**config.mk**
```make
export PLATFORM = sky130hd
export DESIGN_NAME = lane_align
export DESIGN_NICKNAME = d
export VERILOG_FILES = /design/src/rtl/mem_pkg.sv /design/src/rtl/lane_align.sv
export VERILOG_INCLUDE_DIRS = /design/src /design/src/rtl
export SDC_FILE = /design/constraint.sdc
export NUM_CORES = 1
export LEC_CHECK = 0
export ABC_AREA = 1
export BUFFER_PORTS_ARGS = -buffer_cell sky130_fd_sc_hd__buf_2
export CORE_UTILIZATION = 27
export DETAILED_ROUTE_END_ITERATION = 12
export PLACE_DENSITY_LB_ADDON = 0.05
export SETUP_SLACK_MARGIN = 0.4
export SLEW_MARGIN = 0
export SYNTH_ARGS = -nofsm -noshare
export SYNTH_HDL_FRONTEND = slang
export SYNTH_SLANG_ARGS = --single-unit
```
**constraint.sdc**
```tcl
create_clock -name vclk -period 1.44
set_input_delay 0.072 -clock vclk [all_inputs]
set_output_delay 0.072 -clock vclk [all_outputs]
set_load 0.005 [all_outputs]
```
**src/rtl/mem_settings.svh**
```systemverilog
`ifndef MEM_SETTINGS_SVH
`define MEM_SETTINGS_SVH

// Bus geometry
`define MEM_XLEN      32
`define MEM_STRB      (`MEM_XLEN / 8)

// Storage geometry
`define MEM_BYTES     1024
`define MEM_ADDR_BITS $clog2(`MEM_BYTES)

// Byte parts per bus word
`define MEM_PARTS     4

`endif

```
**src/rtl/mem_pkg.sv**
```systemverilog
`default_nettype none

package mem_pkg;

    // Controller states
    typedef enum logic [2:0] {
        IDLE         = 3'd0,
        FETCH        = 3'd1,
        PROCESS      = 3'd2,
        WRITE_BACK   = 3'd3,
        RESPOND      = 3'd4,
        RESPOND_WAIT = 3'd5
    } mem_state_t;

    // Bus size codes as log2 of bytes per access
    typedef enum logic [2:0] {
        SIZE_BYTE = 3'd0,
        SIZE_HALF = 3'd1,
        SIZE_WORD = 3'd2   // Anything above is unsupported
    } access_size_t;

endpackage

`default_nettype wire

```
**src/rtl/lane_align.sv**
```systemverilog
`timescale 1ns/10ps
`default_nettype none

`include "mem_settings.svh"

module lane_align (
    input  mem_pkg::access_size_t  req_size,
    input  logic [`MEM_STRB-1:0]   req_wstrb,
    input  logic [`MEM_XLEN-1:0]   req_wdata,
    input  logic [`MEM_XLEN-1:0]   read_word,
    output logic [`MEM_XLEN-1:0]   rd_value,
    output logic [`MEM_XLEN-1:0]   merged_word,
    output logic                   strobe_ok
);

    localparam int SW = `MEM_STRB;

    // Legal half-word strobe patterns
    localparam logic [SW-1:0] HALF_LOW  = {{(SW-2){1'b0}}, 2'b11};
    localparam logic [SW-1:0] HALF_HIGH = {2'b11, {(SW-2){1'b0}}};

    ////////////////////////////////////////////////////////////////////////////
    // Extract, merge and strobe check per size
    ////////////////////////////////////////////////////////////////////////////
    always_comb begin
        rd_value    = '0;         // Zero-extended narrow reads
        merged_word = read_word;  // Upper lanes written back as fetched
        strobe_ok   = 1'b0;

        case (req_size)
            mem_pkg::SIZE_BYTE: begin
                rd_value[7:0]    = read_word[7:0];
                merged_word[7:0] = req_wdata[7:0];
                strobe_ok        = $onehot(req_wstrb);
            end

            mem_pkg::SIZE_HALF: begin
                rd_value[15:0]    = read_word[15:0];
                merged_word[15:0] = req_wdata[15:0];
                strobe_ok         = (req_wstrb == HALF_LOW) || (req_wstrb == HALF_HIGH);
            end

            mem_pkg::SIZE_WORD: begin
                rd_value    = read_word;
                merged_word = req_wdata;
                strobe_ok   = &req_wstrb;  // Every lane
            end

            default: begin
                // Unsupported code, nothing extracted or merged
                strobe_ok = 1'b0;
            end
        endcase
    end

endmodule

`default_nettype wire

```
==> impl_metrics.toml <==
[global_routing]
grt_pass1_wl_um = 4130
grt-ovfl-total = 0
grt_use_total = 0.136
antenna_found_initial = 0
grt_max_degree = 25
grt_pass1_vias = 1082

[place]
dp_cells = 368
place_hpwl_um = 2630
post-place-ws_ps = -255
globalplace.congestion = 0.724
postPlaceCellArea_mm2 = 0.00167
io_buffer_count = 136

[floorplanning]
die_h_um = 61.3
initial_core_util = 0.283
fp.dieW_um = 61.3
fp.coreArea_mm2 = 0.00336
fp-row-count = 21
die_area_mm2 = 0.00376
ioPinCount = 136

[setup_path]
timing.critical_path.from_type = "input pin"
cp_data_arrival_time_ps = 1470
max_stage_delay_ps = 520
crit_top_cell = "nand3_1"
critPathKind = "in2out"
crit_chain = "buf_8, inv_4, fa_1, inv_1, ha_2, ha_4, nor2_2, nand3_1, nand3_1, buf_2"
cp.required_ps = 1370
path_max_fanout = 2
cp-end-kind = "output port"
crit_path_top_delay_cell = "fa_1"

[synth]
yosysWarnings = 0
synth_area_leader_cell = "inv_1"
yosysUniqueCellTypes = 18
ys_seq_area_frac = 0
syn_avg_cell_area_um2 = 5.11
ys_top_cells_by_area = "inv_1 (19%), nor2_1 (17%), a21oi_2 (16%)"
syn_nets = 262
syn_area_um2 = 951
synth_cells = 186
yosysTopAreaCellShare = 0.193

[min_path]
holdCritPathClass = "in2out"

[outcome]
violations = "setup timing"
status = "complete, but fails checks"

[drt]
vias = 1578
wirelength_um = 3270
viasPerCell = 4.15
postRouteAntennaNets = 0
drtIter0Drc = 30
first_pass_iters = 5
drc_errors = 0
post_drt_wl_per_cell_um = 8.61

[layout]
layout_commonest_cell = "buf_2"
fin_cells = 380
fillers = 366
fin_nets = 412
fin_area_mm2 = 0.00188
antenna_cells = 0
nClkBuffers = 0
final_cell_mix = "buf_2 (134), inv_1 (47), nand2_1 (36)"
final_layout_size_suffix_gt1_frac = 0.599
area_growth_syn_to_layout_pct = 97.2
sequential_cell_total = 0
regArea_um2 = 0

[timing]
period_needed_ps = 1550
hold_viol = 0
setup_slack_ps = -106
finalSetupTns_ps = -106
period_share = 1.07
max_freq_mhz = 647
tightestPinTransition_ps = 188
relSlewSlack = 0.875
rsz0062_at_grt = "true"
setup_violations = 1
finalMaxSlewViolations = 0

[pwr]
p_total_uw = 503
p_leak_nw = 1.29
ir_worst_vdd_mv = 0.111
powerDensity_mw_per_mm2 = 268

[run]
max_cap_viol_count = 0

[clock_network]
hold_buffers = 0
## through the flow
step                 util  hold WS, ps
floorplan               -          215
global placement    0.497          397
detailed placement  0.497          400
CTS                 0.524          400
global route        0.558          415
finish              0.558          395
## cell families (layout without fill, tap and decap cells)
family                   Yosys count  in the layout  share of synthesized area
buffers and inverters             58            205                      0.292
adder cells (fa/ha/maj)            5              5                     0.0737
AND/OR/NAND/NOR                   98             99                      0.436
AO/OA/AOI/OAI                     25             25                      0.199
## synthesized netlist by cell type
| library cell | n |
|---|---|
| inv_1 | 49 |
| nor2_1 | 43 |
| nand2_1 | 36 |
| a21oi_2 | 17 |
| nand3_1 | 12 |
| o21ai_0 | 8 |
| ha_1 | 4 |
| buf_2 | 3 |
| buf_6 | 2 |
| buf_8 | 2 |
| nand2_4 | 2 |
| nor2_2 | 2 |
| buf_12 | 1 |
| fa_1 | 1 |
| inv_4 | 1 |
| nand2_2 | 1 |
| nor2_4 | 1 |
| nor3_1 | 1 |
## report_power, final
part / total, mW / leakage [nW] / switching [mW] / internal [mW]
combinational: 0.503 / 1.29 / 0.241 / 0.262
sequential: 0 / 0 / 0 / 0
clock: 0 / 0 / 0 / 0
total: 0.503 / 1.29 / 0.241 / 0.262
## critical path: cells and delay by family
| kind | cells | cell delay, ps |
|---|---|---|
| fa+ha+maj | 3 | 960 |
| buf+inv | 4 | 280 |
| simple gates | 3 | 170 |
## layer usage
metal | vias up | routed length, um | share of wire | global-route usage
li1 | 841 | - | - | -
met1 | 650 | 1320 | 0.40 | 0.152
met2 | 87 | 1620 | 0.50 | 0.286
met3 | 0 | 333 | 0.10 | 0.0147
met4 | 0 | 0 | 0 | 0
met5 | - | 0 | 0 | 0
## layout make-up
| cell class | count | area, um2 | area share |
|---|---|---|---|
| Multi-Input combinational cell | 129 | 748 | 0.399 |
| Inverter | 50 | 200 | 0.107 |
| Tap cell | 46 | 57.6 | 0.0307 |
| Timing Repair Buffer | 155 | 870 | 0.464 |
## repair_timing
action,4_1_cts,5_1_grt
endpoints found under the setup margin,22,37
pin swaps,6,6
gates resized for setup,13,20
cloned,0,2
setup buffers,4,6
## final timing paths
path	to	from	slack, ps	depth (start not counted)
worst min-delay path	merged_word[8]	req_wdata[8]	390	4
worst max-delay path	strobe_ok	req_wstrb[1]	-110	10
Note: power is estimated with default switching activity, not from simulation.
