$ cat config.mk
export PLATFORM = sky130hd
export DESIGN_NAME = mem_ctrl_flat
export DESIGN_NICKNAME = d
export VERILOG_FILES = /design/src/rtl/mem_pkg.sv /design/src/rtl/mem_seq_if.sv /design/src/rtl/mem_ctrl.sv /design/src/flat_wrapper.sv
export VERILOG_INCLUDE_DIRS = /design/src /design/src/rtl
export SDC_FILE = /design/constraint.sdc
export NUM_CORES = 1
export LEC_CHECK = 0
export BUFFER_PORTS_ARGS = -buffer_cell sky130_fd_sc_hd__buf_2
export CELL_PAD_IN_SITES_DETAIL_PLACEMENT = 0
export CELL_PAD_IN_SITES_GLOBAL_PLACEMENT = 1
export CORE_ASPECT_RATIO = 0.75
export CORE_MARGIN = 3
export CORE_UTILIZATION = 33
export CTS_CLUSTER_SIZE = 20
export DETAILED_ROUTE_END_ITERATION = 8
export GPL_TIMING_DRIVEN = 0
export PLACE_DENSITY_LB_ADDON = 0.1
export SLEW_MARGIN = 20
export SYNTH_ARGS = -nofsm -noshare
export SYNTH_HDL_FRONTEND = slang
export SYNTH_SLANG_ARGS = --single-unit
$ cat constraint.sdc
create_clock -name clk -period 7.1 [get_ports clk]
set_input_delay 1.42 -clock clk [delete_from_list [all_inputs] [get_ports clk]]
set_output_delay 1.42 -clock clk [all_outputs]
set_load 0.01 [all_outputs]
$ cat src/rtl/mem_settings.svh
`ifndef MEM_SETTINGS_SVH
`define MEM_SETTINGS_SVH

// Bus geometry
`define MEM_XLEN      32
`define MEM_STRB      (`MEM_XLEN / 8)

// Storage geometry
`define MEM_BYTES     1024
`define MEM_ADDR_BITS $clog2(`MEM_BYTES)

// Byte parts per bus word
`define MEM_PARTS     4

`endif

$ cat src/rtl/mem_pkg.sv
`default_nettype none

package mem_pkg;

    // Controller states
    typedef enum logic [2:0] {
        IDLE         = 3'd0,
        FETCH        = 3'd1,
        PROCESS      = 3'd2,
        WRITE_BACK   = 3'd3,
        RESPOND      = 3'd4,
        RESPOND_WAIT = 3'd5
    } mem_state_t;

    // Bus size codes as log2 of bytes per access
    typedef enum logic [2:0] {
        SIZE_BYTE = 3'd0,
        SIZE_HALF = 3'd1,
        SIZE_WORD = 3'd2   // Anything above is unsupported
    } access_size_t;

endpackage

`default_nettype wire

$ cat src/rtl/mem_seq_if.sv
`timescale 1ns/10ps
`default_nettype none

`include "mem_settings.svh"

// Word access link between controller and part sequencer
interface mem_seq_if;
    logic                      start;
    logic                      write;      // High for write back
    logic [`MEM_ADDR_BITS-1:0] word_addr;  // First byte of the word
    logic [`MEM_XLEN-1:0]      wdata;
    logic                      done;
    logic [`MEM_XLEN-1:0]      rdata;      // Valid while done after a fetch

    modport ctrl (
        output start, write, word_addr, wdata,
        input  done, rdata
    );

    modport seq (
        input  start, write, word_addr, wdata,
        output done, rdata
    );
endinterface

`default_nettype wire

$ cat src/rtl/mem_ctrl.sv
`timescale 1ns/10ps
`default_nettype none

`include "mem_settings.svh"

module mem_ctrl (
    input  logic                  clk,
    input  logic                  reset,
    input  logic                  bus_valid,
    input  logic                  bus_rw,
    input  logic [`MEM_XLEN-1:0]  bus_addr,
    input  logic [`MEM_XLEN-1:0]  bus_wdata,
    input  logic [`MEM_STRB-1:0]  bus_wstrb,
    input  logic [2:0]            bus_size,
    output logic                  bus_ready,
    output logic                  bus_denied,
    output logic [`MEM_XLEN-1:0]  bus_rdata,
    mem_seq_if.ctrl               seq,
    output mem_pkg::access_size_t req_size,
    output logic [`MEM_STRB-1:0]  req_wstrb,
    output logic [`MEM_XLEN-1:0]  req_wdata,
    output logic [`MEM_XLEN-1:0]  read_word,
    input  logic [`MEM_XLEN-1:0]  rd_value,
    input  logic [`MEM_XLEN-1:0]  merged_word,
    input  logic                  strobe_ok
);

    localparam int XW = `MEM_XLEN;
    localparam int AW = `MEM_ADDR_BITS;

    mem_pkg::mem_state_t state;

    logic [AW-1:0] req_addr;
    logic          req_read;
    logic [XW-1:0] write_word;
    logic [XW-1:0] resp_data;
    logic          resp_denied;
    logic [XW-1:0] max_addr;
    logic          size_ok;
    logic          access_denied;

    // Last legal start address per size
    always_comb begin
        size_ok = 1'b1;
        case (bus_size)
            mem_pkg::SIZE_BYTE: max_addr = XW'(`MEM_BYTES - 1);
            mem_pkg::SIZE_HALF: max_addr = XW'(`MEM_BYTES - 2);
            mem_pkg::SIZE_WORD: max_addr = XW'(`MEM_BYTES - 4);
            default: begin
                max_addr = '0;
                size_ok  = 1'b0;
            end
        endcase
    end

    assign access_denied = !size_ok || (bus_addr > max_addr);

    assign seq.write     = (state == mem_pkg::WRITE_BACK);
    assign seq.word_addr = req_addr;
    assign seq.wdata     = write_word;

    ////////////////////////////////////////////////////////////////////////////
    // Request FSM
    ////////////////////////////////////////////////////////////////////////////
    always_ff @(posedge clk or posedge reset) begin
        if (reset) begin
            state       <= mem_pkg::IDLE;
            seq.start   <= 1'b0;
            resp_denied <= 1'b0;
            bus_ready   <= 1'b0;
            bus_denied  <= 1'b0;
            bus_rdata   <= '0;
        end else begin
            case (state)
                mem_pkg::IDLE: begin
                    if (bus_valid) begin
                        resp_denied <= access_denied;
                        state       <= mem_pkg::FETCH;
                    end
                end
                mem_pkg::FETCH: begin
                    if (resp_denied) begin
                        state <= mem_pkg::RESPOND;  // Memory never touched
                    end else if (seq.done) begin
                        seq.start <= 1'b0;
                        state     <= mem_pkg::PROCESS;
                    end else begin
                        seq.start <= 1'b1;
                    end
                end
                mem_pkg::PROCESS: begin
                    if (req_read) begin
                        state <= mem_pkg::RESPOND;
                    end else if (!strobe_ok) begin
                        resp_denied <= 1'b1;  // Strobes do not fit the size
                        state       <= mem_pkg::RESPOND;
                    end else begin
                        state <= mem_pkg::WRITE_BACK;
                    end
                end
                mem_pkg::WRITE_BACK: begin
                    if (seq.done) begin
                        seq.start <= 1'b0;
                        state     <= mem_pkg::RESPOND;
                    end else begin
                        seq.start <= 1'b1;
                    end
                end
                mem_pkg::RESPOND: begin
                    bus_rdata  <= resp_data;
                    bus_denied <= resp_denied;
                    bus_ready  <= 1'b1;
                    state      <= mem_pkg::RESPOND_WAIT;
                end
                mem_pkg::RESPOND_WAIT: begin
                    // Hold the response until the master lets go
                    if (!bus_valid) begin
                        bus_ready  <= 1'b0;
                        bus_denied <= 1'b0;
                        bus_rdata  <= '0;
                        state      <= mem_pkg::IDLE;
                    end
                end
                default: state <= mem_pkg::IDLE;
            endcase
        end
    end

    // Request capture and response data
    always_ff @(posedge clk) begin
        case (state)
            mem_pkg::IDLE: begin
                if (bus_valid) begin
                    req_addr  <= bus_addr[AW-1:0];
                    req_read  <= bus_rw;
                    req_size  <= mem_pkg::access_size_t'(bus_size);
                    req_wstrb <= bus_wstrb;
                    req_wdata <= bus_wdata;
                end
            end
            mem_pkg::FETCH: begin
                resp_data <= '0;  // Left at zero for a denied request
                if (seq.done) begin
                    read_word <= seq.rdata;
                end
            end
            mem_pkg::PROCESS: begin
                resp_data  <= req_read ? rd_value : '0;
                write_word <= merged_word;
            end
            default: ;
        endcase
    end

endmodule

`default_nettype wire

$ cat src/flat_wrapper.sv
// flat-port wrapper written by rule: the top's interface ports become plain ports
module mem_ctrl_flat 
  (clk, reset, bus_valid, bus_rw, bus_addr, bus_wdata, bus_wstrb, bus_size, bus_ready, bus_denied, bus_rdata, req_size, req_wstrb, req_wdata, read_word, rd_value, merged_word, strobe_ok, seq_start, seq_write, seq_word_addr, seq_wdata, seq_done, seq_rdata);
  mem_seq_if seq_i ();
  input  logic clk;
  input  logic reset;
  input  logic bus_valid;
  input  logic bus_rw;
  input  logic [`MEM_XLEN-1:0] bus_addr;
  input  logic [`MEM_XLEN-1:0] bus_wdata;
  input  logic [`MEM_STRB-1:0] bus_wstrb;
  input  logic [2:0] bus_size;
  output logic bus_ready;
  output logic bus_denied;
  output logic [`MEM_XLEN-1:0] bus_rdata;
  output mem_pkg::access_size_t req_size;
  output logic [`MEM_STRB-1:0] req_wstrb;
  output logic [`MEM_XLEN-1:0] req_wdata;
  output logic [`MEM_XLEN-1:0] read_word;
  input  logic [`MEM_XLEN-1:0] rd_value;
  input  logic [`MEM_XLEN-1:0] merged_word;
  input  logic strobe_ok;
  output wire logic [$bits(seq_i.start)-1:0] seq_start;
  output wire logic [$bits(seq_i.write)-1:0] seq_write;
  output wire logic [$bits(seq_i.word_addr)-1:0] seq_word_addr;
  output wire logic [$bits(seq_i.wdata)-1:0] seq_wdata;
  input wire logic [$bits(seq_i.done)-1:0] seq_done;
  input wire logic [$bits(seq_i.rdata)-1:0] seq_rdata;
  assign seq_start = seq_i.start;
  assign seq_write = seq_i.write;
  assign seq_word_addr = seq_i.word_addr;
  assign seq_wdata = seq_i.wdata;
  assign seq_i.done = seq_done;
  assign seq_i.rdata = seq_rdata;
  mem_ctrl u_core (.clk(clk), .reset(reset), .bus_valid(bus_valid), .bus_rw(bus_rw), .bus_addr(bus_addr), .bus_wdata(bus_wdata), .bus_wstrb(bus_wstrb), .bus_size(bus_size), .bus_ready(bus_ready), .bus_denied(bus_denied), .bus_rdata(bus_rdata), .seq(seq_i), .req_size(req_size), .req_wstrb(req_wstrb), .req_wdata(req_wdata), .read_word(read_word), .rd_value(rd_value), .merged_word(merged_word), .strobe_ok(strobe_ok));
endmodule
==> impl_metrics.sql <==
INSERT INTO impl_metrics (metric_group, metric, value, unit) VALUES
('outcome', 'outcome', 'finished clean', ''),
('worst_setup_path', 'critPathKind', 'reg2out', ''),
('floorplan', 'initial_core_util', '34.4', '%'),
('clock_tree', 'htree_levels', '4', ''),
('floorplan', 'core-area', '18900', 'um2'),
('logic_synthesis', 'synth_xor_area_share', '0.135', '%'),
('worst_setup_path', 'critPathCaptureType', 'output pin', ''),
('sta', 'hold_viol_final', '0', ''),
('worst_setup_path', 'worstRegToRegCells', '4', ''),
('logic_synthesis', 'netlist_instances', '351', ''),
('logic_synthesis', 'yosys-mux-area-fraction', '0.154', '%'),
('sta', 'finalClockSkew', '14.6', 'ps'),
('floorplan', 'rows', '43', ''),
('sta', 'final-setup-viol-count', '0', ''),
('clock_tree', 'cts_inserted_buffers', '17', ''),
('routing', 'post_drt_via_cell_ratio', '4.57', ''),
('layout', 'most_common_library_cell_in_the_layout_ignoring_fill_and_taps', 'sky130_fd_sc_hd__buf_2', ''),
('worst_setup_path', 'critical_path.max_stage_delay', '450', 'ps'),
('layout', 'final_cell_mix', 'sky130_fd_sc_hd__buf_2, sky130_fd_sc_hd__edfxtp_1, sky130_fd_sc_hd__dfrtp_1', ''),
('routing', 'number_of_vias_after_detailed_routing', '4386', ''),
('sta', 'min_period_over_period', '44.0', '%'),
('sta', 'timing.setup.tns', '0', 'ps'),
('sta', 'final_slew_violations', '0', ''),
('sta', 'post-route-min-period', '3120', 'ps'),
('worst_hold_path', 'worstHoldStart', 'u_core.resp_data[28]$_SDFFCE_PN0P_', ''),
('pwr', 'peakVddDrop', '0.000136', 'V'),
('placed_design', 'post_dp_cell_area', '8560', 'um2'),
('logic_synthesis', 'dominant_combinational_cell_family_by_area_after_synthesis', 'simple AND/OR/NAND/NOR gates', ''),
('layout', 'fillCellCount', '1717', ''),
('floorplan', 'die-area', '21400', 'um2'),
('global_route', 'grt_antenna_before_repair', '4', ''),
('clock_tree', 'cts_tree', 'built', ''),
('worst_setup_path', 'kind_of_cell_with_the_highest_combined_delay_on_the_critical_path', 'buffers and inverters', ''),
('logic_synthesis', 'synth-compound-area-share', '6.96', '%'),
('worst_hold_path', 'hp-class', 'reg2reg', ''),
('routing', 'antenna_violating_nets_post_route', '0', ''),
('logic_synthesis', 'postSynthNetCount', '534', ''),
('clock_tree', 'clk_transition_reported_paths', '70', 'ps'),
('layout', 'final_nets', '881', ''),
('pwr', 'cellPowerDensity', '341', 'nW/um2'),
('sta', 'transition_time_of_the_tightest_slew_check_pin', '717', 'ps'),
('sta', 'slew-limit-headroom', '52.2', '%'),
('logic_synthesis', 'fraction_of_the_mapped_netlist_area_in_simple_logic_gates', '7.06', '%'),
('worst_setup_path', 'worst_ep_required_time', '5680', 'ps'),
('worst_setup_path', 'critPathSlowestCell', 'sky130_fd_sc_hd__clkbuf_1', ''),
('global_route', 'maximum_number_of_pins_on_one_net_before_global_route_repair', '33', ''),
('global_route', 'grt_pass1_vias', '4602', ''),
('logic_synthesis', 'synth_cell_type_count', '35', ''),
('logic_synthesis', 'mean_syn_cell_area', '18.5', 'um2'),
('clock_tree', 'root_buffer', 'sky130_fd_sc_hd__clkbuf_16', ''),
('global_route', 'global_route.usage.total', '15.5', '%'),
('logic_synthesis', 'synth.yosys.warnings', '0', ''),
('global_route', 'grt_overflow_total', '0', ''),
('floorplan', 'chipHeight', '127', 'um'),
('worst_setup_path', 'path_max_fanout', '10', ''),
('clock_tree', 'insertion_delay', '420', 'ps'),
('placed_design', 'place.detailed.hpwl', '12700', 'um'),
('worst_setup_path', 'reg2reg_start', 'u_core.state[0]$_DFFE_PP0P_', ''),
('layout', 'layout-area-overhead-vs-synth', '41.1', '%'),
('placed_design', 'placed_cells_incl_taps', '926', ''),
('sta', 'worst_slack', '3980', 'ps'),
('placed_design', 'place.gp.congestion', '0.768', ''),
('routing', 'routed_wl', '16600', 'um'),
('layout', 'multiInputGateArea', '1080', 'um2'),
('logic_synthesis', 'flip_flop_and_latch_count_after_synthesis', '185', ''),
('floorplan', 'pin_count', '322', ''),
('placed_design', 'place.port_buffers', '321', ''),
('clock_tree', 'cts_resized', '0', ''),
('worst_setup_path', 'regToRegEndpoint', 'u_core.seq.wdata[14]$_DFFE_PP_', ''),
('sta', 'rsz0062_at_grt', 'false', ''),
('layout', 'final_cell_count_no_fill', '959', '');
## routing by layer
metal  global-route usage [%]  part of all wire [%]  vias to the layer above
met5                        0                  0.25                        -
met4                     5.68                   2.0                        6
met3                     5.85                   9.1                       26
met2                     25.4                    50                      195
met1                     18.8                    39                     2091
li1                         -                     -                     2068
## synthesized netlist by cell type
library cell	n	share of area, %
sky130_fd_sc_hd__nor3_1	1	0.077
sky130_fd_sc_hd__o21a_1	1	0.12
sky130_fd_sc_hd__and3_1	32	3.1
sky130_fd_sc_hd__or4_1	1	0.12
sky130_fd_sc_hd__o32ai_1	1	0.14
sky130_fd_sc_hd__nor3b_1	2	0.23
sky130_fd_sc_hd__clkbuf_1	16	0.93
sky130_fd_sc_hd__a21o_1	1	0.12
sky130_fd_sc_hd__o21ai_0	6	0.46
sky130_fd_sc_hd__nor2b_1	4	0.39
sky130_fd_sc_hd__nor4_1	4	0.39
sky130_fd_sc_hd__a22o_1	33	4.5
sky130_fd_sc_hd__a2bb2oi_1	1	0.14
sky130_fd_sc_hd__inv_1	4	0.23
sky130_fd_sc_hd__or2_2	1	0.096
sky130_fd_sc_hd__nand2b_1	2	0.19
sky130_fd_sc_hd__o21ai_1	1	0.077
sky130_fd_sc_hd__mux2i_1	1	0.15
sky130_fd_sc_hd__nand2_2	1	0.096
sky130_fd_sc_hd__o31ai_1	4	0.46
sky130_fd_sc_hd__nor3_4	1	0.25
sky130_fd_sc_hd__edfxtp_1	146	68
sky130_fd_sc_hd__dfrtp_1	39	15
sky130_fd_sc_hd__nand2_1	10	0.58
sky130_fd_sc_hd__a21oi_1	6	0.46
sky130_fd_sc_hd__and3b_1	1	0.14
sky130_fd_sc_hd__nand4_1	2	0.19
sky130_fd_sc_hd__o211ai_1	1	0.12
sky130_fd_sc_hd__xnor2_1	1	0.14
sky130_fd_sc_hd__nor2_1	8	0.46
sky130_fd_sc_hd__nand3_1	6	0.46
sky130_fd_sc_hd__ha_1	10	1.9
sky130_fd_sc_hd__or4_4	1	0.17
sky130_fd_sc_hd__nor4b_1	1	0.14
sky130_fd_sc_hd__a2111oi_4	1	0.42
## worst max path at each step
stage	start	to	cells past startpoint
finish	u_core.state[2]$_DFFE_PP0P_	seq_write	5
global route	u_core.state[2]$_DFFE_PP0P_	seq_write	5
CTS	u_core.state[2]$_DFFE_PP0P_	seq_write	5
detailed placement	bus_size[1]	u_core.resp_denied$_DFFE_PP0P_	8
global placement	bus_valid	u_core.resp_denied$_DFFE_PP0P_	5
floorplan	bus_valid	u_core.resp_denied$_DFFE_PP0P_	4
## kinds of logic (layout without fill, tap and decap cells)
family                   after synthesis  count (layout)
multiplexers                           1               1
AO/OA/AOI/OAI                         56              56
AND/OR/NAND/NOR                       78              78
adder cells (fa/ha/maj)               10              10
XOR/XNOR                               1               1
other                                  0               1
flip-flops                           185             185
buffers and inverters                 20             380
## worst reg2reg max path: stages (launching register included)
cell and delay [ps]:
sky130_fd_sc_hd__dfrtp_1 360, sky130_fd_sc_hd__clkbuf_1 210, sky130_fd_sc_hd__nor3b_1 590, sky130_fd_sc_hd__clkbuf_2 480, sky130_fd_sc_hd__buf_16 230
## flip-flops by register name, indices dropped and copies added (netlist names)
name and count:
u_core.bus_denied 1, u_core.bus_rdata 32, u_core.bus_ready 1, u_core.read_word 32, u_core.req_read 1, u_core.req_size 3, u_core.req_wdata 32, u_core.req_wstrb 4
u_core.resp_data 32, u_core.resp_denied 1, u_core.seq.start 1, u_core.seq.wdata 32, u_core.seq.word_addr 10, u_core.state 3
## power breakdown
| group | switching (mW) | internal, mW | leakage [nW] |
|---|---|---|---|
| combinational | 0.400 | 0.284 | 1.94 |
| sequential | 0.0809 | 1.43 | 1.84 |
| clock | 0.438 | 0.495 | 0.287 |
| total | 0.918 | 2.21 | 4.07 |
## area by class of cell
| cell class | instances | area share [%] |
|---|---|---|
| sequential | 185 | 58.5 |
| clock buffer | 19 | 5.07 |
| multi-input combinational | 146 | 11.8 |
| tap | 247 | 3.37 |
| buffer | 16 | 0.669 |
| timing repair buffer | 328 | 19.0 |
| antenna | 1 | 0.0273 |
| inverter | 4 | 0.164 |
| clock inverter | 13 | 1.42 |
## through the flow
| stage | power [mW] | hold slack, ps | utilization (%) |
|---|---|---|---|
| finish | 3.12 | 463 | 48.5 |
| global route | 3.29 | 472 | 48.5 |
| CTS | 3.18 | 469 | 48.5 |
| detailed placement | 2.23 | 457 | 45.3 |
| global placement | 2.19 | 452 | 44.5 |
| floorplan | 1.89 | 449 | - |
Note: power is estimated with default switching activity, not from simulation.
