### src/rtl/mem_settings.svh
`ifndef MEM_SETTINGS_SVH
`define MEM_SETTINGS_SVH

// Bus geometry
`define MEM_XLEN      32
`define MEM_STRB      (`MEM_XLEN / 8)

// Storage geometry
`define MEM_BYTES     1024
`define MEM_ADDR_BITS $clog2(`MEM_BYTES)

// Byte parts per bus word
`define MEM_PARTS     4

`endif

### src/rtl/mem_seq_if.sv
`timescale 1ns/10ps
`default_nettype none

`include "mem_settings.svh"

// Word access link between controller and part sequencer
interface mem_seq_if;
    logic                      start;
    logic                      write;      // High for write back
    logic [`MEM_ADDR_BITS-1:0] word_addr;  // First byte of the word
    logic [`MEM_XLEN-1:0]      wdata;
    logic                      done;
    logic [`MEM_XLEN-1:0]      rdata;      // Valid while done after a fetch

    modport ctrl (
        output start, write, word_addr, wdata,
        input  done, rdata
    );

    modport seq (
        input  start, write, word_addr, wdata,
        output done, rdata
    );
endinterface

`default_nettype wire

### src/rtl/mem_sequencer.sv
`timescale 1ns/10ps
`default_nettype none

`include "mem_settings.svh"

module mem_sequencer (
    input  logic                      clk,
    input  logic                      reset,
    mem_seq_if.seq                    seq,
    output logic                      ram_we,
    output logic [`MEM_ADDR_BITS-1:0] ram_waddr,
    output logic [`MEM_ADDR_BITS-1:0] ram_raddr,
    output logic [7:0]                ram_wdata,
    input  logic [7:0]                ram_rdata
);

    localparam int AW       = `MEM_ADDR_BITS;
    localparam int XW       = `MEM_XLEN;
    localparam int CNT_BITS = $clog2(`MEM_PARTS);
    localparam logic [CNT_BITS-1:0] LAST_PART = CNT_BITS'(`MEM_PARTS - 1);

    // Per-part read steps
    typedef enum logic [1:0] {
        RD_ADDR,
        RD_WAIT,
        RD_CAPTURE
    } rd_phase_t;

    rd_phase_t           phase;
    logic [CNT_BITS-1:0] part;
    logic [AW-1:0]       part_addr;
    logic                part_last;
    logic                active;

    assign active    = seq.start && !seq.done;
    assign part_addr = seq.word_addr + AW'(part);  // Wraps at the top of memory
    assign part_last = (part == LAST_PART);

    ////////////////////////////////////////////////////////////////////////////
    // Part counter and handshake
    ////////////////////////////////////////////////////////////////////////////
    always_ff @(posedge clk or posedge reset) begin
        if (reset) begin
            seq.done <= 1'b0;
            part     <= '0;
            phase    <= RD_ADDR;
            ram_we   <= 1'b0;
        end else if (active) begin
            if (seq.write) begin
                ram_we   <= 1'b1;  // One byte per cycle
                part     <= part + 1'b1;
                seq.done <= part_last;
            end else begin
                ram_we <= 1'b0;
                case (phase)
                    RD_ADDR: phase <= RD_WAIT;
                    RD_WAIT: phase <= RD_CAPTURE;
                    default: begin
                        phase    <= RD_ADDR;
                        part     <= part + 1'b1;
                        seq.done <= part_last;
                    end
                endcase
            end
        end else begin
            ram_we <= 1'b0;
            part   <= '0;
            phase  <= RD_ADDR;
            if (!seq.start) begin
                seq.done <= 1'b0;  // Drop one cycle after start falls
            end
        end
    end

    // RAM addresses and the assembled word
    always_ff @(posedge clk) begin
        if (active) begin
            if (seq.write) begin
                ram_waddr <= part_addr;
                ram_wdata <= seq.wdata[8*part +: 8];
            end else if (phase == RD_ADDR) begin
                ram_raddr <= part_addr;
                if (part == '0) begin
                    seq.rdata <= '0;
                end
            end else if (phase == RD_CAPTURE) begin
                seq.rdata <= seq.rdata | (XW'(ram_rdata) << (8 * part));  // Little-endian lane
            end
        end
    end

endmodule

`default_nettype wire

### src/flat_wrapper.sv
// flat-port wrapper written by rule: the top's interface ports become plain ports
module mem_sequencer_flat 
  (clk, reset, ram_we, ram_waddr, ram_raddr, ram_wdata, ram_rdata, seq_start, seq_write, seq_word_addr, seq_wdata, seq_done, seq_rdata);
  mem_seq_if seq_i ();
  input  logic clk;
  input  logic reset;
  output logic ram_we;
  output logic [`MEM_ADDR_BITS-1:0] ram_waddr;
  output logic [`MEM_ADDR_BITS-1:0] ram_raddr;
  output logic [7:0] ram_wdata;
  input  logic [7:0] ram_rdata;
  input wire logic [$bits(seq_i.start)-1:0] seq_start;
  input wire logic [$bits(seq_i.write)-1:0] seq_write;
  input wire logic [$bits(seq_i.word_addr)-1:0] seq_word_addr;
  input wire logic [$bits(seq_i.wdata)-1:0] seq_wdata;
  output wire logic [$bits(seq_i.done)-1:0] seq_done;
  output wire logic [$bits(seq_i.rdata)-1:0] seq_rdata;
  assign seq_i.start = seq_start;
  assign seq_i.write = seq_write;
  assign seq_i.word_addr = seq_word_addr;
  assign seq_i.wdata = seq_wdata;
  assign seq_done = seq_i.done;
  assign seq_rdata = seq_i.rdata;
  mem_sequencer u_core (.clk(clk), .reset(reset), .seq(seq_i), .ram_we(ram_we), .ram_waddr(ram_waddr), .ram_raddr(ram_raddr), .ram_wdata(ram_wdata), .ram_rdata(ram_rdata));
endmodule
### config.mk
export PLATFORM = sky130hd
export DESIGN_NAME = mem_sequencer_flat
export DESIGN_NICKNAME = d
export VERILOG_FILES = /design/src/rtl/mem_seq_if.sv /design/src/rtl/mem_sequencer.sv /design/src/flat_wrapper.sv
export VERILOG_INCLUDE_DIRS = /design/src /design/src/rtl
export SDC_FILE = /design/constraint.sdc
export NUM_CORES = 1
export LEC_CHECK = 0
export BUFFER_PORTS_ARGS = -buffer_cell sky130_fd_sc_hd__buf_2
export CAP_MARGIN = 15
export CORE_ASPECT_RATIO = 1.1
export CORE_MARGIN = 2
export CORE_UTILIZATION = 43
export CTS_CLUSTER_DIAMETER = 40
export CTS_CLUSTER_SIZE = 24
export DETAILED_ROUTE_END_ITERATION = 6
export PLACE_DENSITY = 0.81
export SLEW_MARGIN = 20
export SYNTH_ARGS = -nofsm -noshare
export SYNTH_HDL_FRONTEND = slang
export SYNTH_SLANG_ARGS = --single-unit
### constraint.sdc
create_clock -name clk -period 4.5 [get_ports clk]
set_input_delay 1.125 -clock clk [delete_from_list [all_inputs] [get_ports clk]]
set_output_delay 1.125 -clock clk [all_outputs]
set_load 0.02 [all_outputs]
==> flow_metrics.py, run 1 <==
metrics = {
    "timing": {
        "rsz0062_at_grt": "false",
        "fin_crit_ns": 2.299,
        "finalSetupViolCount": 0,
        "tightest_slew_ns": 0.9656,
        "setup_slack_ns": 2.201,
        "slew_violations": 0,
        "relSlewSlack": 0.3550,
        "hold_viol_final": 0,
        "post-route-period-util": 0.5108,
        "max_freq_mhz": 435.0,
        "skew_ns": 0.01542,
        "fin_setup_tns_ns": 0,
    },
    "finish": {
        "fillers": 519,
        "diodes": 0,
        "multi_input_area_um2": 825.8,
        "final_cell_mix": "buf_2, edfxtp_1, nor2_1, a21oi_1, clkbuf_8",
        "syn2layout_area_growth_pct": 29.41,
        "final_common_cell": "buf_2",
        "drive_gt1_frac": 0.4431,
        "layout.area.seq_mm2": 0.001952,
        "fin_area_mm2": 0.003645,
        "nets": 379,
    },
    "logic_synthesis": {
        "yosys_warnings": 0,
        "ys_ff_latch": 66,
        "syn_area_per_cell_um2": 14.08,
        "ys_types": 25,
        "synth_edf_count": 60,
        "ys.flop_type": "edfxtp_1",
        "syn-cell-area_mm2": 0.002816,
        "ys_seq_area_frac": 0.6930,
        "syn_inst": 200,
        "synth_fp_nets": 259,
        "async_reset_ff_frac": 0.09091,
    },
    "routing": {
        "drtIter0Drc": 129,
        "post-route-drc-count": 0,
        "drtAntennaViolNets": 0,
        "first_pass_iters": 4,
        "routed_wl_um": 6320,
        "vias": 2055,
        "avgViaCountPerCell": 5.074,
        "wl_per_cell_um": 15.60,
    },
    "power_and_ir_drop": {
        "p_leak_uw": 0.001508,
        "peakVddDrop_uv": 167.9,
        "pwr-share-seq": 0.542,
        "swShare": 0.2761,
        "p_sw_uw": 383.5,
        "p_comb_frac": 0.162,
        "p_int_uw": 1006,
        "power.share.clock": 0.296,
        "powerDensity_mw_per_mm2": 381.1,
    },
    "min_path": {
        "hp-class": "flip-flop to flip-flop",
    },
    "clock_network": {
        "ctsHoldBuffers": 0,
        "htreeDepth": 3,
        "cts_tree": "done",
        "numCtsBuffers": 9,
        "postCtsResizedCells": 0,
        "cts-root-buf": "clkbuf_8",
        "cts_sinks": 66,
        "cts_buffer_depth": 2,
        "post_cts_buffers": 0,
        "cts.clk_slew.worst_paths_ns": 0.07,
        "clock_latency_ns": 0.34,
    },
    "floorplan": {
        "die_w_um": 81.17,
        "start_util": 0.4493,
        "fp-row-count": 30,
        "die_h_um": 88.88,
        "ioPinCount": 116,
        "coreArea_mm2": 0.006269,
        "die_area_mm2": 0.007214,
    },
    "global_routing": {
        "grt_start_max_net_pins": 33,
        "grt_use_met3": 0.03571,
        "grt_pass1_vias": 1969,
        "use_met1": 0.2134,
        "top_usage_layer": "met2",
        "gr-total-overflow": 0,
        "grt_antenna_before_repair": 0,
        "grt_pass1_wl_um": 9370,
        "grtUsageTotal": 0.1785,
        "grtUsageMet2": 0.2923,
    },
    "critical_path": {
        "cp.arrival_ns": 2.25,
        "startpoint_type": "input pin",
        "end_kind": "flip-flop",
        "worstPathRequired_ns": 4.45,
        "path_class": "input pin to flip-flop",
        "critical_path.max_fanout": 10,
    },
    "place": {
        "dp_hpwl_um": 4575,
        "io_buffers": 115,
        "placed_area_mm2": 0.003478,
        "gp_congestion": 0.8220,
        "dp_slack_ns": 1.868,
    },
    "run_status": {
        "status": "finished, final reports clean",
    },
    "job": {
        "cap_violations": 0,
    },
}
==> final timing paths <==
check                           depth (start not counted)                  end       startpoint  slack [ns]
worst max-delay path                                    3  u_core.ram_raddr[5]        seq_write        2.20
worst min-delay path                                    1      u_core.seq.done  u_core.seq.done        0.52
worst max register to register                          5  u_core.ram_waddr[8]   u_core.part[0]        2.34
worst min register to register                          1      u_core.seq.done  u_core.seq.done        0.52
max in group asynchronous                               2        u_core.ram_we            reset        3.60
min in group asynchronous                               2      u_core.seq.done            reset        0.70
==> worst max-delay path, cell delays in order <==
cell	delay, ns
buf_2	0.14
nor3_1	0.18
nor2b_1	0.80
==> power by group through the flow <==
stage	sequential, µW	combinational, µW	clock [µW]
global placement	764	219	0
floorplan	796	108	0
global route	758	246	442
CTS	753	227	420
detailed placement	766	226	0
finish	753	225	411
==> metrics by stage <==
stage	total power [µW]	utilization	std cells	hold WS [ns]
2_1_floorplan	903.5	-	200	0.5555
3_3_place_gp	983.0	0.5549	389	0.4892
3_5_place_dp	992.6	0.5549	389	0.5133
4_1_cts	1400	0.5806	405	0.5326
5_1_grt	1446	0.5814	405	0.5455
6_report	1389	0.5814	405	0.5217
==> synthesized netlist by cell type, drive strengths merged (2+ instances only) <==
cell,n,area (µm²)
a21oi,36,180.2
nor4,2,18.77
xnor2,3,26.28
ha,4,50.05
mux4,8,180.2
dfrtp,6,150.1
inv,4,15.01
nor2,41,161.4
nand3,2,15.01
nor3,3,15.01
edfxtp,60,1802
nand2,7,26.28
nor2b,4,25.02
buf,8,46.29
xor2,6,52.55
==> logic make-up after synthesis <==
logic type	synth area share
multiplexers	0.06397
buffers and inverters	0.02176
flip-flops	0.6930
XOR/XNOR	0.02799
AO/OA/AOI/OAI	0.06841
adder cells (fa/ha/maj)	0.02488
AND/OR/NAND/NOR	0.09996
==> flip-flops by register name (all words and copies together), names as in the netlist <==
register	cells
u_core.part	2
u_core.ram_wdata	8
u_core.phase	2
u_core.ram_waddr	10
u_core.ram_raddr	10
u_core.ram_we	1
u_core.seq.rdata	32
u_core.seq.done	1
==> routing by layer <==
metal	share of wire	vias to the layer above
li1	-	973
met1	0.40	985
met2	0.52	81
met3	0.053	16
met4	0.027	0
met5	0	-
==> area by class of cell <==
cell class	instances	share of cell area
inverter	4	0.004119
timing repair buffer	117	0.1620
sequential	66	0.5355
multi-input combinational	122	0.2266
tap	80	0.02746
clock inverter	6	0.009269
clock buffer	10	0.03502
Note: power is estimated with default switching activity, not from simulation.
==> run 2: changes to the inputs <==
--- a/config.mk
+++ b/config.mk
@@ -10,11 +10,11 @@
 export CAP_MARGIN = 15
 export CORE_ASPECT_RATIO = 1.1
 export CORE_MARGIN = 2
-export CORE_UTILIZATION = 43
+export CORE_UTILIZATION = 48
 export CTS_CLUSTER_DIAMETER = 40
 export CTS_CLUSTER_SIZE = 24
 export DETAILED_ROUTE_END_ITERATION = 6
-export PLACE_DENSITY = 0.81
+export PLACE_DENSITY = 0.85
 export SLEW_MARGIN = 20
 export SYNTH_ARGS = -nofsm -noshare
 export SYNTH_HDL_FRONTEND = slang
==> constraint.sdc (replaced) <==
create_clock -name clk -period 2.14 [get_ports clk]
set_input_delay 0.535 -clock clk [delete_from_list [all_inputs] [get_ports clk]]
set_output_delay 0.535 -clock clk [all_outputs]
set_load 0.02 [all_outputs]
==> run 2 against run 1 <==
  * Utilization rose by 6.9 points
  * Global-route usage rose by 1.2 points
  * Clock skew fell by 0.0051 ns
  * Critical path depth rose by 2
  * Via count fell by 0.39%
  * Clock power rose by 140%
  * First-iteration DRC count rose by 21%
  * Final area rose by 2.4%
  * Critical endpoint is now u_core.ram_waddr[8]
  * Register-to-register slack got worse by 1.9 ns
  * Power rose by 120%
  * Clock-buffer cell count did not move
  * Flip-flop and latch count did not move
==> flow_metrics.py, run 2 (synthesized netlist as in run 1, its figures left out) <==
metrics = {
    "run_status": {
        "status": "finished, final reports clean",
    },
    "timing": {
        "tightest_slew_ns": 0.7407,
        "max_freq_mhz": 590.0,
        "setup_slack_ns": 0.4452,
        "finalSetupViolCount": 0,
        "post-route-period-util": 0.7920,
        "slew_violations": 0,
        "hold_viol_final": 0,
        "relSlewSlack": 0.5052,
        "rsz0062_at_grt": "false",
        "skew_ns": 0.01035,
        "fin_crit_ns": 1.695,
    },
    "routing": {
        "drtIter0Drc": 156,
        "first_pass_iters": 4,
        "post-route-drc-count": 0,
        "drtAntennaViolNets": 0,
        "vias": 2047,
        "wl_per_cell_um": 14.83,
        "avgViaCountPerCell": 5.029,
        "routed_wl_um": 6037,
    },
    "critical_path": {
        "worstPathRequired_ns": 2.19,
        "max_stage_delay_ns": 0.41,
        "r2r_start": "u_core.part[0]",
        "r2r-end": "u_core.ram_waddr[8]",
        "worstPathCellList": "ha_1 > fa_1 > nand3_1 > nor3_1 > xor2_1",
        "end_kind": "flip-flop",
        "cpMaxStageDelayCell": "fa_1",
        "r2r_slack_ns": 0.45,
        "reg2reg_depth": 5,
        "path_class": "flip-flop to flip-flop",
        "startpoint": "u_core.part[0]",
        "cp-endpoint": "u_core.ram_waddr[8]",
        "critical_path.max_fanout": 3,
        "cp.arrival_ns": 1.75,
        "startpoint_type": "flip-flop",
    },
    "finish": {
        "nets": 384,
        "top_regs": "u_core.seq.rdata (32), u_core.ram_raddr (10), u_core.ram_waddr (10)",
        "final_common_cell": "buf_2",
        "syn2layout_area_growth_pct": 32.47,
        "largest_reg_flops": 32,
        "top_register": "u_core.seq.rdata",
        "final_cell_mix": "buf_2, edfxtp_1, nor2_1, a21oi_1, clkbuf_8",
        "drive_gt1_frac": 0.4727,
        "utilization": 0.6508,
        "diodes": 0,
    },
    "clock_network": {
        "post_cts_buffers": 0,
        "cts_sinks": 66,
        "cts_buffer_depth": 2,
        "cts_tree": "done",
        "ctsHoldBuffers": 0,
        "postCtsResizedCells": 0,
        "htreeDepth": 3,
        "clock_latency_ns": 0.33,
        "cts-root-buf": "clkbuf_8",
        "numCtsBuffers": 9,
        "cts.clk_slew.worst_paths_ns": 0.07,
    },
    "power_and_ir_drop": {
        "powerDensity_mw_per_mm2": 817.1,
        "p_leak_uw": 0.001551,
        "peakVddDrop_uv": 527.3,
    },
    "place": {
        "io_buffers": 115,
        "gp_congestion": 0.8652,
        "dp_hpwl_um": 4419,
        "dp_slack_ns": 0.1700,
    },
    "global_routing": {
        "grt_pass1_wl_um": 9625,
        "grt_antenna_before_repair": 0,
        "grtUsageTotal": 0.1901,
        "grt_start_max_net_pins": 33,
        "grt_pass1_vias": 2031,
        "gr-total-overflow": 0,
    },
    "min_path": {
        "hp-class": "input pin to asynchronous set/reset pin",
    },
    "floorplan": {
        "die_area_mm2": 0.006497,
        "ioPinCount": 116,
        "coreArea_mm2": 0.005733,
        "start_util": 0.4913,
        "fp-row-count": 29,
        "die_w_um": 77.04,
        "die_h_um": 84.34,
    },
    "job": {
        "cap_violations": 0,
    },
}
-- run 2: worst min-delay path by stage --
stage | endpoint | slack [ns]
2_1_floorplan | u_core.part[0] | 0.33
3_3_place_gp | u_core.seq.done | 0.46
3_5_place_dp | u_core.seq.done | 0.46
4_1_cts | u_core.ram_we | 0.11
5_1_grt | u_core.ram_we | 0.13
6_report | u_core.part[0] | 0.12
-- run 2: per-layer routing --
metal / track usage / routed length [µm]
met1: 0.2380 / 2436
met2: 0.3246 / 3236
met3: 0.02796 / 240
met4: 0.09578 / 125
met5: 0 / 0
-- run 2: report_power, final --
part	switching, µW	internal [µW]
clock	445	530
combinational	315	203
sequential	36.4	1520
total	796	2250
-- run 2: critical path: cells and delay by family, from the launching register on --
family / cells / cell delay (ns)
xor+xnor: 1 / 0.16
flops: 1 / 0.38
fa+ha+maj: 2 / 0.62
simple gates: 2 / 0.26
-- run 2: final cells by class --
class,count,area (µm²)
multi-input cells,122,838.3
flip-flops and latches,66,1953
inverters,4,17.52
clock buffers,10,127.6
well taps,77,96.34
clock inverters,6,57.56
repair buffers,122,640.6
fillers,460,2002
-- run 2: metrics by stage --
step	setup TNS (ns)	instance area (µm²)	instances	power, µW	hold WS, ns
2_1_floorplan	-4.356	2859	200	1914	0.3259
3_3_place_gp	0	3546	391	2090	0.4554
3_5_place_dp	0	3546	391	2105	0.4648
4_1_cts	0	3731	407	3070	0.1135
5_1_grt	0	3731	407	3168	0.1290
6_report	0	3731	407	3049	0.1173
==> run 3: changes to the inputs <==
--- a/config.mk
+++ b/config.mk
@@ -6,11 +6,12 @@
 export SDC_FILE = /design/constraint.sdc
 export NUM_CORES = 1
 export LEC_CHECK = 0
+export ABC_AREA = 1
 export BUFFER_PORTS_ARGS = -buffer_cell sky130_fd_sc_hd__buf_2
 export CAP_MARGIN = 15
 export CORE_ASPECT_RATIO = 1.1
 export CORE_MARGIN = 2
-export CORE_UTILIZATION = 48
+export CORE_UTILIZATION = 49
 export CTS_CLUSTER_DIAMETER = 40
 export CTS_CLUSTER_SIZE = 24
 export DETAILED_ROUTE_END_ITERATION = 6
==> constraint.sdc (replaced) <==
create_clock -name clk -period 1.78 [get_ports clk]
set_input_delay 0.445 -clock clk [delete_from_list [all_inputs] [get_ports clk]]
set_output_delay 0.445 -clock clk [all_outputs]
set_load 0.02 [all_outputs]
==> run 3 against run 2 <==
  * Combinational power is 27% higher
  * Cell count grew 20%
  * Worst hold slack got worse by 0.094 ns
  * Final area up 4.8%
  * Maximum frequency is 3.4% higher
  * Critical path type unchanged
  * Sequential share of layout area is 2.4 points lower
  * Largest power group unchanged
  * Critical path depth unchanged
==> flow_metrics.py, run 3 <==
metrics = {
    "finish": {
        "final_common_cell": "buf_2",
        "nets": 463,
        "syn2layout_area_growth_pct": 28.82,
        "fillers": 521,
        "diodes": 0,
        "largest_reg_flops": 32,
        "drive_gt1_frac": 0.3472,
        "multi_input_area_um2": 855.8,
        "final_cell_mix": "buf_2, edfxtp_1, inv_1, nor2_1, nand3_1",
        "top_register": "u_core.seq.rdata",
        "layout.area.seq_mm2": 0.001953,
        "top_regs": "u_core.seq.rdata (32), u_core.ram_raddr (10), u_core.ram_waddr (10)",
    },
    "clock_network": {
        "post_cts_buffers": 0,
        "cts_buffer_depth": 2,
        "numCtsBuffers": 9,
        "cts-root-buf": "clkbuf_8",
        "cts_sinks": 66,
        "postCtsResizedCells": 0,
        "htreeDepth": 3,
        "clock_latency_ns": 0.32,
        "ctsHoldBuffers": 0,
        "cts_tree": "done",
        "cts.clk_slew.worst_paths_ns": 0.07,
    },
    "logic_synthesis": {
        "synth.cells.most_frequent": "edfxtp_1, inv_1, nor2_1",
        "synth_xor_area_frac": 0.005773,
        "synth_fp_nets": 343,
        "ys_top_cells_by_area": "edfxtp_1, nand3_1, dfrtp_1",
        "synth-compound-area-share": 0.1089,
        "ys.flop_type": "edfxtp_1",
        "syn-cell-area_mm2": 0.003034,
        "synth_edf_count": 60,
        "yosys.area_share.adder": 0.02309,
        "synthMuxAreaShare": 0,
        "synth.largest_area_cell": "edfxtp_1",
        "ys_types": 23,
        "syn_inst": 284,
        "synth_top_family_by_area": "simple AND/OR/NAND/NOR gates",
        "synthSimpleGateAreaFrac": 0.1344,
        "async_reset_ff_frac": 0.09091,
        "yosys_warnings": 0,
        "ys_seq_area_frac": 0.6433,
        "yosysMostFrequentCell": "edfxtp_1",
        "ys_ff_latch": 66,
        "yosysTopAreaCellShare": 0.5938,
        "syn_area_per_cell_um2": 10.68,
    },
    "timing": {
        "rsz0062_at_grt": "false",
        "finalSetupViolCount": 0,
        "skew_ns": 0.008045,
        "fin_setup_tns_ns": 0,
        "hold_viol_final": 0,
        "slew_violations": 0,
        "tightest_slew_ns": 0.3512,
        "max_freq_mhz": 609.9,
        "fin_crit_ns": 1.640,
        "post-route-period-util": 0.9212,
        "relSlewSlack": 0.7659,
    },
    "critical_path": {
        "worstPathRequired_ns": 1.84,
        "critical_path.max_fanout": 3,
        "path_class": "flip-flop to flip-flop",
        "end_kind": "flip-flop",
        "cp.arrival_ns": 1.70,
        "startpoint_type": "flip-flop",
    },
    "routing": {
        "vias": 2544,
        "drtIter0Drc": 154,
        "drtAntennaViolNets": 0,
        "post-route-drc-count": 0,
        "routed_wl_um": 7250,
        "wl_per_cell_um": 14.83,
        "first_pass_iters": 4,
        "avgViaCountPerCell": 5.202,
    },
    "place": {
        "io_buffers": 115,
        "dp_hpwl_um": 5107,
        "gp_congestion": 0.8270,
    },
    "global_routing": {
        "grt_pass1_wl_um": 11260,
        "grt_antenna_before_repair": 0,
        "gr-total-overflow": 0,
        "grt_pass1_vias": 2342,
        "grtUsageTotal": 0.2152,
        "grt_start_max_net_pins": 35,
    },
    "floorplan": {
        "die_h_um": 86.53,
        "fp-row-count": 30,
        "die_w_um": 79.03,
        "coreArea_mm2": 0.006081,
        "start_util": 0.4990,
        "ioPinCount": 116,
        "die_area_mm2": 0.006838,
    },
    "power_and_ir_drop": {
        "power.total_uw": 3662,
        "peakVddDrop_uv": 411.0,
        "p_leak_uw": 0.001767,
        "powerDensity_mw_per_mm2": 936.9,
    },
    "run_status": {
        "status": "finished, final reports clean",
    },
    "job": {
        "cap_violations": 0,
    },
    "min_path": {
        "hp-class": "input pin to asynchronous set/reset pin",
    },
}
==> run 3: through the flow <==
stage | hold slack [ns] | setup slack, ns | utilization | instance area, µm² | std cells
finish | 0.02339 | 0.1403 | 0.6428 | 3909 | 489
CTS | 0.01936 | 0.1350 | 0.6428 | 3909 | 489
floorplan | 0.2359 | -0.3650 | - | 3075 | 284
detailed placement | 0.3732 | 0.03091 | 0.6138 | 3732 | 473
global route | 0.04106 | 0.04382 | 0.6428 | 3909 | 489
global placement | 0.3704 | 0.06343 | 0.6138 | 3732 | 473
==> run 3: cells by family after synthesis <==
| logic type | count (synthesis) |
|---|---|
| buffers and inverters | 56 |
| AO/OA/AOI/OAI | 62 |
| AND/OR/NAND/NOR | 93 |
| adder cells (fa/ha/maj) | 5 |
| XOR/XNOR | 2 |
| flip-flops | 66 |
==> run 3: worst paths after layout <==
check | start | to | slack (ns) | depth (start not counted)
min | reset | u_core.phase[0] | 0.02 | 2
min in group clk | seq_start | u_core.seq.done | 0.37 | 3
max reg2reg | u_core.part[0] | u_core.ram_raddr[4] | 0.14 | 5
max in group asynchronous | reset | u_core.part[1] | 1.54 | 2
max | u_core.part[0] | u_core.ram_raddr[4] | 0.14 | 5
min reg2reg | u_core.seq.done | u_core.seq.done | 0.54 | 2
==> run 3: power by group <==
group | internal, µW | total (µW) | switching, µW
Sequential | 1830 | 1880 | 48.4
Clock | 629 | 1130 | 499
Combinational | 225 | 657 | 433
==> run 3: final cells by class <==
type	instances	area share
clock buffer	11	0.03361
clock inverter	5	0.01152
inverter	42	0.04161
multi-input combinational	162	0.2190
sequential	66	0.4997
tap	80	0.02561
timing repair buffer	123	0.1690
==> run 3: per-layer routing <==
layer | up-vias | wire length (µm) | track usage
met5 | - | 0 | 0
met2 | 104 | 3552 | 0.3505
li1 | 1225 | - | -
met3 | 8 | 522 | 0.04167
met4 | 0 | 101 | 0.1019
met1 | 1207 | 3074 | 0.2792
==> run 3: critical path: stages, from the launching register on <==
cell and delay (ns):
dfrtp_1 0.43, ha_1 0.24, fa_1 0.39, nand2_1 0.10
nor2_1 0.07, xor2_1 0.16
